$ cat config.mk
export PLATFORM = sky130hd
export DESIGN_NAME = mem_pwr_top
export DESIGN_NICKNAME = d
export VERILOG_FILES = /design/src/mem_pwr_pkg.sv /design/src/bank_pwr_fsm.sv /design/src/mem_pwr_regs.sv /design/src/mem_pwr_top.sv /design/src/pwr_status_collect.sv
export SDC_FILE = /design/constraint.sdc
export NUM_CORES = 1
export LEC_CHECK = 0
export BUFFER_PORTS_ARGS = -buffer_cell sky130_fd_sc_hd__buf_2
export CORE_ASPECT_RATIO = 0.7
export CORE_MARGIN = 2
export CORE_UTILIZATION = 51
export CTS_CLUSTER_SIZE = 12
export DETAILED_ROUTE_END_ITERATION = 16
export PLACE_DENSITY_LB_ADDON = 0.2
export SLEW_MARGIN = 20
export SYNTH_ARGS = -nofsm -noshare
export SYNTH_HDL_FRONTEND = slang
export SYNTH_SLANG_ARGS = --single-unit
$ cat constraint.sdc
create_clock -name clk_i -period 2.3 [get_ports clk_i]
set_input_delay 0 -clock clk_i [delete_from_list [all_inputs] [get_ports clk_i]]
set_output_delay 0 -clock clk_i [all_outputs]
set_load 0.01 [all_outputs]
$ cat src/mem_pwr_pkg.sv
/* shared widths, register map, bus and control types of the memory bank
   power controller, referenced everywhere by scoped name */
package mem_pwr_pkg;

  localparam int NUM_BANKS = 4;
  // cycles between isolation release and reset release
  localparam int ISO_SETTLE = 2;
  localparam int SETTLE_W = $clog2(ISO_SETTLE + 1);

  localparam int ADDR_W = 5;
  localparam int DATA_W = 32;

  typedef logic [ADDR_W-1:0] reg_addr_t;
  typedef logic [DATA_W-1:0] reg_data_t;
  typedef logic [DATA_W/8-1:0] reg_strb_t;
  typedef logic [1:0] axi_resp_t;
  typedef logic [NUM_BANKS-1:0] bank_mask_t;
  typedef logic [SETTLE_W-1:0] settle_cnt_t;

  // register map
  localparam reg_addr_t REG_POWER_ON = 5'h00;
  localparam reg_addr_t REG_RETENTIVE = 5'h04;
  localparam reg_addr_t REG_STATE = 5'h08;
  localparam reg_addr_t REG_INTR_PENDING = 5'h0C;
  localparam reg_addr_t REG_INTR_ENABLE = 5'h10;

  localparam axi_resp_t RESP_OKAY = 2'b00;
  localparam axi_resp_t RESP_SLVERR = 2'b10;

  // state of one bank as seen through REG_STATE
  typedef enum logic [1:0] {
    BANK_OFF = 2'd0,
    BANK_RET = 2'd1,
    BANK_ON = 2'd2,
    BANK_BUSY = 2'd3
  } bank_state_e;

  typedef enum logic [2:0] {
    ST_OFF,
    ST_SW_ON,
    ST_ISO_REL,
    ST_ON,
    ST_GATE,
    ST_SW_OFF,
    ST_RET
  } seq_state_e;

  typedef struct packed {
    logic pwr_sw;
    logic iso;
    logic rst;
    logic clk_en;
    logic retentive;
  } bank_ctrl_t;

  // switch open, isolated, held in reset
  localparam bank_ctrl_t CTRL_OFF = '{
    pwr_sw: 1'b0,
    iso: 1'b1,
    rst: 1'b1,
    clk_en: 1'b0,
    retentive: 1'b0
  };

  typedef struct packed {
    logic awvalid;
    reg_addr_t awaddr;
    logic wvalid;
    reg_data_t wdata;
    reg_strb_t wstrb;
    logic bready;
    logic arvalid;
    reg_addr_t araddr;
    logic rready;
  } axil_req_t;

  typedef struct packed {
    logic awready;
    logic wready;
    logic bvalid;
    axi_resp_t bresp;
    logic arready;
    logic rvalid;
    reg_data_t rdata;
    axi_resp_t rresp;
  } axil_rsp_t;

endpackage

$ cat src/bank_pwr_fsm.sv
/* power sequencer for one memory bank; orders switch, isolation, reset,
   clock gate and retention on requests from the register block */
`timescale 1ns/10ps

module bank_pwr_fsm (
  input  logic                     clk_i,
  input  logic                     rst_i,
  input  logic                     on_req_i,
  input  logic                     ret_req_i,
  input  logic                     ack_i,
  output mem_pwr_pkg::bank_ctrl_t  ctrl_o,
  output mem_pwr_pkg::bank_state_e state_o,
  output logic                     done_o
);

  mem_pwr_pkg::seq_state_e state_q;
  mem_pwr_pkg::seq_state_e state_d;
  mem_pwr_pkg::settle_cnt_t settle_q;
  mem_pwr_pkg::bank_ctrl_t ctrl_d;
  mem_pwr_pkg::bank_ctrl_t ctrl_q;
  logic settled;
  logic done_d;
  logic done_q;

  assign settled = (settle_q == mem_pwr_pkg::settle_cnt_t'(mem_pwr_pkg::ISO_SETTLE - 1));

  always_comb begin
    state_d = state_q;
    case (state_q)
      mem_pwr_pkg::ST_OFF:
        if (on_req_i)
          state_d = mem_pwr_pkg::ST_SW_ON;
      // switch closing takes as long as it takes
      mem_pwr_pkg::ST_SW_ON:
        if (ack_i)
          state_d = mem_pwr_pkg::ST_ISO_REL;
      mem_pwr_pkg::ST_ISO_REL:
        if (settled)
          state_d = mem_pwr_pkg::ST_ON;
      mem_pwr_pkg::ST_ON:
        if (!on_req_i)
          state_d = mem_pwr_pkg::ST_GATE;
      mem_pwr_pkg::ST_GATE:
        state_d = ret_req_i ? mem_pwr_pkg::ST_RET : mem_pwr_pkg::ST_SW_OFF;
      mem_pwr_pkg::ST_SW_OFF:
        if (!ack_i)
          state_d = mem_pwr_pkg::ST_OFF;
      mem_pwr_pkg::ST_RET: begin
        if (on_req_i) begin
          state_d = mem_pwr_pkg::ST_ISO_REL;
        end else if (!ret_req_i) begin
          state_d = mem_pwr_pkg::ST_SW_OFF;
        end
      end
      default: state_d = mem_pwr_pkg::ST_OFF;
    endcase
  end

  // outputs follow the next state, so they line up with state_q
  always_comb begin
    ctrl_d = mem_pwr_pkg::CTRL_OFF;
    case (state_d)
      mem_pwr_pkg::ST_SW_ON: ctrl_d.pwr_sw = 1'b1;
      mem_pwr_pkg::ST_ISO_REL: begin
        ctrl_d.pwr_sw = 1'b1;
        ctrl_d.iso = 1'b0;
      end
      mem_pwr_pkg::ST_ON: begin
        ctrl_d.pwr_sw = 1'b1;
        ctrl_d.iso = 1'b0;
        ctrl_d.rst = 1'b0;
        ctrl_d.clk_en = 1'b1;
      end
      mem_pwr_pkg::ST_GATE: ctrl_d.pwr_sw = 1'b1;
      mem_pwr_pkg::ST_RET: begin
        ctrl_d.pwr_sw = 1'b1;
        ctrl_d.retentive = 1'b1;
      end
      default: ctrl_d = mem_pwr_pkg::CTRL_OFF;
    endcase
  end

  assign done_d = (state_d != state_q) &&
                  (state_d inside {mem_pwr_pkg::ST_ON, mem_pwr_pkg::ST_OFF, mem_pwr_pkg::ST_RET});

  always_ff @(posedge clk_i) begin
    if (rst_i) begin
      state_q <= mem_pwr_pkg::ST_OFF;
      ctrl_q <= mem_pwr_pkg::CTRL_OFF;
      done_q <= 1'b0;
      settle_q <= '0;
    end else begin
      state_q <= state_d;
      ctrl_q <= ctrl_d;
      done_q <= done_d;
      // counts only while isolation is released and reset still held
      if (state_q == mem_pwr_pkg::ST_ISO_REL) begin
        settle_q <= settle_q + 1'b1;
      end else begin
        settle_q <= '0;
      end
    end
  end

  always_comb begin
    case (state_q)
      mem_pwr_pkg::ST_OFF: state_o = mem_pwr_pkg::BANK_OFF;
      mem_pwr_pkg::ST_ON: state_o = mem_pwr_pkg::BANK_ON;
      mem_pwr_pkg::ST_RET: state_o = mem_pwr_pkg::BANK_RET;
      default: state_o = mem_pwr_pkg::BANK_BUSY;
    endcase
  end

  assign ctrl_o = ctrl_q;
  assign done_o = done_q;

endmodule

$ cat src/mem_pwr_regs.sv
/* AXI4-Lite register block of the power manager; holds the power-on,
   retention and interrupt-enable masks and returns bank state and pending */
`timescale 1ns/10ps

module mem_pwr_regs (
  input  logic                                                  clk_i,
  input  logic                                                  rst_i,
  input  mem_pwr_pkg::axil_req_t                                axil_req_i,
  output mem_pwr_pkg::axil_rsp_t                                axil_rsp_o,
  input  mem_pwr_pkg::bank_state_e [mem_pwr_pkg::NUM_BANKS-1:0] state_i,
  input  mem_pwr_pkg::bank_mask_t                               pending_i,
  output mem_pwr_pkg::bank_mask_t                               on_req_o,
  output mem_pwr_pkg::bank_mask_t                               ret_req_o,
  output mem_pwr_pkg::bank_mask_t                               intr_enable_o,
  output mem_pwr_pkg::bank_mask_t                               pending_clr_o
);

  logic wr_take;
  logic rd_take;
  logic bvalid_q;
  logic rvalid_q;
  mem_pwr_pkg::axi_resp_t wr_resp;
  mem_pwr_pkg::axi_resp_t rd_resp;
  mem_pwr_pkg::axi_resp_t bresp_q;
  mem_pwr_pkg::axi_resp_t rresp_q;
  mem_pwr_pkg::reg_data_t rd_data;
  mem_pwr_pkg::reg_data_t rdata_q;
  mem_pwr_pkg::bank_mask_t wr_bits;
  mem_pwr_pkg::bank_mask_t on_req_q;
  mem_pwr_pkg::bank_mask_t ret_req_q;
  mem_pwr_pkg::bank_mask_t intr_en_q;
  mem_pwr_pkg::bank_mask_t clr_q;

  // one response in flight per channel
  assign wr_take = axil_req_i.awvalid && axil_req_i.wvalid && !bvalid_q;
  assign rd_take = axil_req_i.arvalid && !rvalid_q;
  assign wr_bits = axil_req_i.wdata[mem_pwr_pkg::NUM_BANKS-1:0];

  always_comb begin
    wr_resp = mem_pwr_pkg::RESP_OKAY;
    case (axil_req_i.awaddr)
      mem_pwr_pkg::REG_POWER_ON,
      mem_pwr_pkg::REG_RETENTIVE,
      mem_pwr_pkg::REG_STATE,
      mem_pwr_pkg::REG_INTR_PENDING,
      mem_pwr_pkg::REG_INTR_ENABLE: wr_resp = mem_pwr_pkg::RESP_OKAY;
      default: wr_resp = mem_pwr_pkg::RESP_SLVERR;
    endcase
  end

  always_comb begin
    rd_data = '0;
    rd_resp = mem_pwr_pkg::RESP_OKAY;
    case (axil_req_i.araddr)
      mem_pwr_pkg::REG_POWER_ON: rd_data = mem_pwr_pkg::reg_data_t'(on_req_q);
      mem_pwr_pkg::REG_RETENTIVE: rd_data = mem_pwr_pkg::reg_data_t'(ret_req_q);
      // two bits per bank, bank 0 lowest
      mem_pwr_pkg::REG_STATE: rd_data = mem_pwr_pkg::reg_data_t'(state_i);
      mem_pwr_pkg::REG_INTR_PENDING: rd_data = mem_pwr_pkg::reg_data_t'(pending_i);
      mem_pwr_pkg::REG_INTR_ENABLE: rd_data = mem_pwr_pkg::reg_data_t'(intr_en_q);
      default: rd_resp = mem_pwr_pkg::RESP_SLVERR;
    endcase
  end

  always_ff @(posedge clk_i) begin
    if (rst_i) begin
      on_req_q <= '0;
      ret_req_q <= '0;
      intr_en_q <= '0;
      clr_q <= '0;
      bvalid_q <= 1'b0;
      rvalid_q <= 1'b0;
    end else begin
      clr_q <= '0;
      if (wr_take) begin
        case (axil_req_i.awaddr)
          mem_pwr_pkg::REG_POWER_ON: on_req_q <= wr_bits;
          mem_pwr_pkg::REG_RETENTIVE: ret_req_q <= wr_bits;
          mem_pwr_pkg::REG_INTR_ENABLE: intr_en_q <= wr_bits;
          // write one to clear, pulse lasts a single cycle
          mem_pwr_pkg::REG_INTR_PENDING: clr_q <= wr_bits;
          default: ;
        endcase
      end
      if (wr_take) begin
        bvalid_q <= 1'b1;
      end else if (axil_req_i.bready) begin
        bvalid_q <= 1'b0;
      end
      if (rd_take) begin
        rvalid_q <= 1'b1;
      end else if (axil_req_i.rready) begin
        rvalid_q <= 1'b0;
      end
    end
  end

  // response payload, held while the valid waits
  always_ff @(posedge clk_i) begin
    if (wr_take) begin
      bresp_q <= wr_resp;
    end
    if (rd_take) begin
      rdata_q <= rd_data;
      rresp_q <= rd_resp;
    end
  end

  always_comb begin
    axil_rsp_o.awready = wr_take;
    axil_rsp_o.wready = wr_take;
    axil_rsp_o.bvalid = bvalid_q;
    axil_rsp_o.bresp = bresp_q;
    axil_rsp_o.arready = rd_take;
    axil_rsp_o.rvalid = rvalid_q;
    axil_rsp_o.rdata = rdata_q;
    axil_rsp_o.rresp = rresp_q;
  end

  assign on_req_o = on_req_q;
  assign ret_req_o = ret_req_q;
  assign intr_enable_o = intr_en_q;
  assign pending_clr_o = clr_q;

endmodule

$ cat src/mem_pwr_top.sv
/* memory bank power manager: register block, one sequencer per bank
   and the status collector that drives the interrupt */
`timescale 1ns/10ps

module mem_pwr_top (
  input  logic                                                 clk_i,
  input  logic                                                 rst_i,
  input  mem_pwr_pkg::axil_req_t                               axil_req_i,
  output mem_pwr_pkg::axil_rsp_t                               axil_rsp_o,
  input  mem_pwr_pkg::bank_mask_t                              bank_ack_i,
  output mem_pwr_pkg::bank_ctrl_t [mem_pwr_pkg::NUM_BANKS-1:0] bank_ctrl_o,
  output logic                                                 irq_o
);

  mem_pwr_pkg::bank_state_e [mem_pwr_pkg::NUM_BANKS-1:0] bank_state;
  mem_pwr_pkg::bank_mask_t done;
  mem_pwr_pkg::bank_mask_t pending;
  mem_pwr_pkg::bank_mask_t pending_clr;
  mem_pwr_pkg::bank_mask_t on_req;
  mem_pwr_pkg::bank_mask_t ret_req;
  mem_pwr_pkg::bank_mask_t intr_enable;

  mem_pwr_regs u_regs (
    .clk_i         (clk_i),
    .rst_i         (rst_i),
    .axil_req_i    (axil_req_i),
    .axil_rsp_o    (axil_rsp_o),
    .state_i       (bank_state),
    .pending_i     (pending),
    .on_req_o      (on_req),
    .ret_req_o     (ret_req),
    .intr_enable_o (intr_enable),
    .pending_clr_o (pending_clr)
  );

  for (genvar i = 0; i < mem_pwr_pkg::NUM_BANKS; i++) begin : gen_bank
    bank_pwr_fsm u_fsm (
      .clk_i     (clk_i),
      .rst_i     (rst_i),
      .on_req_i  (on_req[i]),
      .ret_req_i (ret_req[i]),
      .ack_i     (bank_ack_i[i]),
      .ctrl_o    (bank_ctrl_o[i]),
      .state_o   (bank_state[i]),
      .done_o    (done[i])
    );
  end

  pwr_status_collect u_collect (
    .clk_i         (clk_i),
    .rst_i         (rst_i),
    .done_i        (done),
    .intr_enable_i (intr_enable),
    .pending_clr_i (pending_clr),
    .pending_o     (pending),
    .irq_o         (irq_o)
  );

endmodule

$ cat src/pwr_status_collect.sv
/* collects per-bank completion pulses into sticky pending flags and
   raises the interrupt for enabled ones */
`timescale 1ns/10ps

module pwr_status_collect (
  input  logic                    clk_i,
  input  logic                    rst_i,
  input  mem_pwr_pkg::bank_mask_t done_i,
  input  mem_pwr_pkg::bank_mask_t intr_enable_i,
  input  mem_pwr_pkg::bank_mask_t pending_clr_i,
  output mem_pwr_pkg::bank_mask_t pending_o,
  output logic                    irq_o
);

  mem_pwr_pkg::bank_mask_t pending_d;
  mem_pwr_pkg::bank_mask_t pending_q;
  logic irq_q;

  // a new completion wins over a clear in the same cycle
  assign pending_d = (pending_q & ~pending_clr_i) | done_i;

  always_ff @(posedge clk_i) begin
    if (rst_i) begin
      pending_q <= '0;
      irq_q <= 1'b0;
    end else begin
      pending_q <= pending_d;
      irq_q <= |(pending_d & intr_enable_i);
    end
  end

  assign pending_o = pending_q;
  assign irq_o = irq_q;

endmodule

==> flow_metrics.tcl, run 1 <==
set metrics [dict create \
    antenna_found_initial 0 \
    final_cell_area_um2 4372 \
    synth_ff_type "dfxtp_1" \
    final_core_util_pct 60.53 \
    crit_type "register to register" \
    clk_latency_ns 0.35 \
    antenna_left 0 \
    grt_pass1_wl_um 12880 \
    syn_inst 407 \
    power_mw 3.042 \
    p_per_area_nw_per_um2 695.9 \
    maxCapViolCount 0 \
    grt-ovfl-total 0 \
    vias 2967 \
    slew_headroom_pct 45.19 \
    postPlaceCellArea_um2 3986 \
    synth_mux_area_share_pct 5.569 \
    power_leakage_nw 1.884 \
    core_um2 7222 \
    finalSetupViolCount 0 \
    drt_first_pass_iters 4 \
    ir_drop_v 0.0003251 \
    grt_usage_pct 20.47 \
    post_drt_via_cell_ratio 5.178 \
    hold_viol_final 0 \
    grt_max_degree 45 \
    cts_tree "built" \
    ys_ff_latch 77 \
    synth_area_um2 3752 \
    hp-class "input port to register" \
    detailed_place_hpwl_um 5353 \
    clkTransAtPathRegs_ns 0.08 \
    synth_adder_area_share_pct 1.867 \
    num_rows 26 \
    nFillCells 671 \
    clockRootBuffer "clkbuf_8" \
    synth_area_per_cell_um2 9.220 \
    finalSetupTns_ns 0 \
    clock.fmax_mhz 514.4 \
    worstPathMaxFanout 14 \
    cts_buffer_depth 2 \
    synthSimpleGateAreaFrac_pct 20.01 \
    synth_enable_flop_cells 10 \
    clock-sinks 77 \
    finClkSkew_ns 0.01026 \
    rsz0062_at_grt "false" \
    cts-resized-gates 0 \
    drcViolationCount 0 \
    status "finished, final reports clean" \
    ioPinCount 119 \
    cp_data_required_time_ns 2.57 \
    area_delta_synth_final_pct 16.51 \
    final_max_slew_viol_count 0 \
    regArea_um2 1642 \
    diodes 0 \
    period_share_pct 84.52 \
    arrival_ns 2.21 \
    synth-compound-area-share_pct 16.61 \
    grt_pass1_vias 2772 \
    initial_utilization_pct 51.96 \
    portBuffers 60 \
    die_w_um 106.5 \
    endpoint_kind "register" \
    final_nets 531 \
    synth_top_family_by_area "simple AND/OR/NAND/NOR gates" \
    seq_area_frac_synth_pct 43.75 \
    period_minus_slack_ns 1.944 \
    synth_cell_type_count 67 \
    dieArea_um2 8070 \
    max_slew.worst_pin.slew_ns 0.8221 \
    wire_per_inst_um 13.31 \
    gp_congestion 0.8520 \
    async_flop_share_pct 0 \
    multi_input_area_um2 1821 \
    drt_iter0_drc 99 \
    ys_warn_count 0 \
    dp_cells 543 \
    cts_buffers 9 \
    synth_xor_area_share_pct 1.867 \
    die_y_um 75.77 \
    routed_wl_um 7627 \
    htreeDepth 3 \
    layout-drive-gt1-share_pct 22.53 \
    startpoint_type "register" \
    fin_cells 573 \
]
stage by stage:
step,hold slack (ns),setup slack (ns)
final,0.04645,0.3561
after global routing,0.09111,0.1766
after CTS,0.03062,0.3598
after detailed placement,0.1972,0.3903
after global placement,0.1883,0.4195
after floorplan,0.09902,0.6797
final cells by class:
class                   count  share of cell area [%]
multi-input cells         287                   41.64
inverters                  15                   1.288
clock inverters             3                   1.488
repair buffers             80                   11.10
well taps                  98                   2.805
clock buffers              13                   4.121
flip-flops and latches     77                   37.55
where the power goes:
part           switching, mW  leakage, nW  internal (mW)  total [mW]
clock network          0.462        0.125          0.735        1.20
registers             0.0597        0.638           1.41        1.47
logic                  0.208         1.12          0.168       0.376
cells in the final DEF, fill, tap and decap left out, types with 3 or more instances in the layout:
master and n:
a211oi_1 4, a21boi_0 3, a21oi_1 12, a221oi_1 3, a22oi_1 5, a31oi_1 4
and2_1 5, and3_1 3, and3b_1 3, buf_2 60, buf_4 6, clkbuf_8 11
conb_1 26, dfxtp_1 67, dlygate4sd3_1 14, edfxtp_1 10, ha_1 4, inv_1 14
mux2_2 7, mux2i_1 13, nand2_1 23, nand2b_1 10, nand3_1 11, nor2_1 41
nor2b_1 19, nor3_1 6, nor3b_1 3, nor4_1 5, o21a_1 3, o21ai_0 17
o21ba_2 4, or2_2 3, xnor2_1 3, xor2_1 5
sequential cells by signal, indices dropped and copies added, names as in the netlist:
name,cells
gen_bank.u_fsm.ctrl_o,20
gen_bank.u_fsm.done_o,4
gen_bank.u_fsm.settle_q,8
gen_bank.u_fsm.state_q,12
u_collect.irq_o,1
u_collect.pending_o,4
u_regs.bresp_q,1
u_regs.bvalid_q,1
u_regs.intr_enable_o,4
u_regs.on_req_o,4
u_regs.pending_clr_o,4
u_regs.rdata_q,8
u_regs.ret_req_o,4
u_regs.rresp_q,1
u_regs.rvalid_q,1
cell families (layout without fill, tap and decap cells):
logic type,Yosys count,in the layout
and+or+nand+nor,144,144
AOI/OAI and AO/OA,83,83
DFF,77,77
buffers and inverters,68,111
muxes,20,20
xor gates and xnor gates,8,8
adders and majority gates,6,6
other,1,26
timing repair:
| item | 4_1_cts | 5_1_grt |
|---|---|---|
| hold buffers | 14 | 0 |
| setup buffers | 0 | 0 |
| hold endpoints to repair | 20 | 0 |
cell usage after synthesis, types with 5 or more instances:
cell type / instances / share of area (%)
a21oi_1: 12 / 1.6
o21ai_0: 17 / 2.3
nor2_1: 41 / 4.1
nand3_1: 11 / 1.5
xor2_1: 5 / 1.2
nand2b_1: 10 / 1.7
and2_1: 5 / 0.83
a22oi_1: 5 / 1.0
nor4_1: 5 / 0.83
nor3_1: 6 / 0.80
mux2i_1: 13 / 3.5
mux2_2: 7 / 2.1
inv_1: 14 / 1.4
nand2_1: 23 / 2.3
buf_4: 33 / 6.6
nor2b_1: 19 / 3.2
dfxtp_1: 67 / 36
clkbuf_1: 16 / 1.6
edfxtp_1: 10 / 8.0
worst max-delay path, stage by stage, from the launching register on:
cell and delay (ns):
dfxtp_1 0.59, or4b_1 0.48, o221a_2 0.15, and2_4 0.15, or4_4 0.41, o211ai_2 0.08
per-layer routing:
layer	GRT usage [%]	wire length, um	up-vias
met4	6.205	72	0
li1	-	-	1490
met2	32.91	3382	73
met1	27.36	3772	1396
met5	0	0	-
met3	5.817	398	8
final timing paths:
path | from | endpoint | slack [ns] | cells past startpoint
worst max-delay path | gen_bank[3].u_fsm.state_q[0] | gen_bank[3].u_fsm.done_o | 0.36 | 5
worst max register to register | gen_bank[3].u_fsm.state_q[0] | gen_bank[3].u_fsm.done_o | 0.36 | 5
worst min register to register | gen_bank[1].u_fsm.settle_q[0] | gen_bank[1].u_fsm.settle_q[0] | 0.42 | 1
worst min-delay path | bank_ack_i[0] | gen_bank[0].u_fsm.ctrl_o[3] | 0.05 | 4
No activity file was read; power rests on OpenSTA's default activity.
==> inputs of run 2 (changes only) <==
Clock period 2.3 ns to 2 ns, I/O delays scaled along.
==> run 2 against run 1 <==
Compared with the run above:
- sequential power is 14% higher
- global-route usage is 0.45 points higher
- combinational power is 19% higher
- non-clock buffer count is 3 higher
- sequential cell count stayed put
- largest cell class unchanged
==> flow_metrics.tcl, run 2 (synthesized netlist as in run 1, its figures left out) <==
set metrics [dict create \
    final_nets 534 \
    timing.critical_path.buf_inv 0 \
    grt_usage_pct 20.92 \
    wl_met3_um 488 \
    path_cells "or4b_1 > o221a_2 > and2_4 > or4_4 > o211ai_2" \
    clock.fmax_mhz 534.4 \
    period_minus_slack_ns 1.871 \
    crit_type "register to register" \
    grt_max_degree 45 \
    critPathMaxStageDelay_ns 0.56 \
    antenna_found_initial 0 \
    arrival_ns 2.15 \
    cp_data_required_time_ns 2.28 \
    wl_met1_um 3796 \
    num_rows 26 \
    dp_cells 547 \
    htreeDepth 3 \
    cts_buffer_depth 2 \
    startpoint_type "register" \
    multi_input_area_um2 1827 \
    p_per_area_nw_per_um2 758.2 \
    rsz0062_at_grt "false" \
    layout-drive-gt1-share_pct 23.22 \
    hp-class "input port to register" \
    cts_buffers 9 \
    portBuffers 60 \
    hold_viol_final 0 \
    final_common_cell "dfxtp_1" \
    clock-sinks 77 \
    worstPathMaxFanout 13 \
    ir_drop_v 0.0003144 \
    top_layer_used "met4" \
    die_w_um 106.5 \
    cp_slowest_cell "or4b_1" \
    diodes 0 \
    whs_ns 0.03355 \
    cts_tree "built" \
    finalSetupTns_ns 0 \
    finalSetupViolCount 0 \
    final_max_slew_viol_count 0 \
    initial_utilization_pct 51.96 \
    crit_family "simple AND/OR/NAND/NOR gates" \
    post_drt_via_cell_ratio 5.184 \
    vias 2986 \
    detailed_place_hpwl_um 5262 \
    nFillCells 652 \
    dieArea_um2 8070 \
    area_delta_synth_final_pct 15.84 \
    core_um2 7222 \
    maxCapViolCount 0 \
    fin_cells 576 \
    period_share_pct 93.56 \
    die_y_um 75.77 \
    clk_latency_ns 0.36 \
    ioPinCount 119 \
    max_slew.worst_pin.slew_ns 0.7898 \
    power_leakage_nw 1.876 \
    clockRootBuffer "clkbuf_8" \
    largest_reg_flops 20 \
    grt_pass1_vias 2772 \
    gp_congestion 0.8479 \
    endpoint_kind "register" \
    status "finished, final reports clean" \
    grt-ovfl-total 0 \
    wire_per_inst_um 13.57 \
    routed_wl_um 7817 \
    slew_headroom_pct 47.34 \
    antenna_left 0 \
    finClkSkew_ns 0.01440 \
    regArea_um2 1642 \
    grt_pass1_wl_um 13010 \
    postCtsSetupBuffers 0 \
    drcViolationCount 0 \
    drt_iter0_drc 126 \
    dr_wl_met2_um 3425 \
    drt_first_pass_iters 4 \
    layout_common_cells "dfxtp_1 (67), buf_2 (60), nor2_1 (41)" \
    clkTransAtPathRegs_ns 0.08 \
]
## run 2: through the flow
stage | util (%) | power (mW) | instance area (um^2) | setup WS (ns)
after global routing | 60.19 | 3.454 | 4347 | 0.004754
after CTS | 60.10 | 3.322 | 4340 | 0.1262
final | 60.19 | 3.296 | 4347 | 0.1288
after global placement | 55.61 | 2.127 | 4016 | 0.1911
after floorplan | - | 2.048 | 3846 | 0.3797
after detailed placement | 55.61 | 2.136 | 4016 | 0.1527
## run 2: metal layers
metal / global-route usage [%] / up-vias
li1: - / 1492
met1: 28.84 / 1390
met2: 32.41 / 93
met3: 4.876 / 11
met4: 8.225 / 0
met5: 0 / -
## run 2: repair_timing
| item | 4_1_cts | 5_1_grt |
|---|---|---|
| hold buffers | 13 | 0 |
| resized for setup | 0 | 1 |
| endpoints found under the setup margin | 0 | 1 |
| hold endpoints to repair | 20 | 0 |
## run 2: final timing paths
| check | end | start | cells past startpoint | slack [ns] |
|---|---|---|---|---|
| worst max register to register | gen_bank[3].u_fsm.done_o | gen_bank[3].u_fsm.state_q[2] | 5 | 0.13 |
| worst max-delay path | gen_bank[3].u_fsm.done_o | gen_bank[3].u_fsm.state_q[2] | 5 | 0.13 |
| worst min-delay path | gen_bank[2].u_fsm.ctrl_o[2] | bank_ack_i[2] | 4 | 0.03 |
| worst min register to register | gen_bank[0].u_fsm.settle_q[0] | gen_bank[0].u_fsm.settle_q[0] | 1 | 0.42 |
## run 2: where the power goes
part / switching, mW / leakage (nW) / total, mW / internal (mW)
registers: 0.0619 / 0.638 / 1.68 / 1.62
clock network: 0.553 / 0.101 / 1.17 / 0.612
logic: 0.247 / 1.14 / 0.448 / 0.201
## run 2: area by class of cell
cell class	count	share of cell area, %
Multi-Input combinational cell	287	42.03
Sequential cell	77	37.77
Timing Repair Buffer	83	11.63
Clock buffer	12	3.339
Tap cell	98	2.821
Inverter	15	1.295
Clock inverter	4	1.123
## run 2: worst min-delay path: stages
cell     delay, ns
buf_2         0.12
nand2_1       0.07
a31oi_1       0.09
nand3_1       0.07
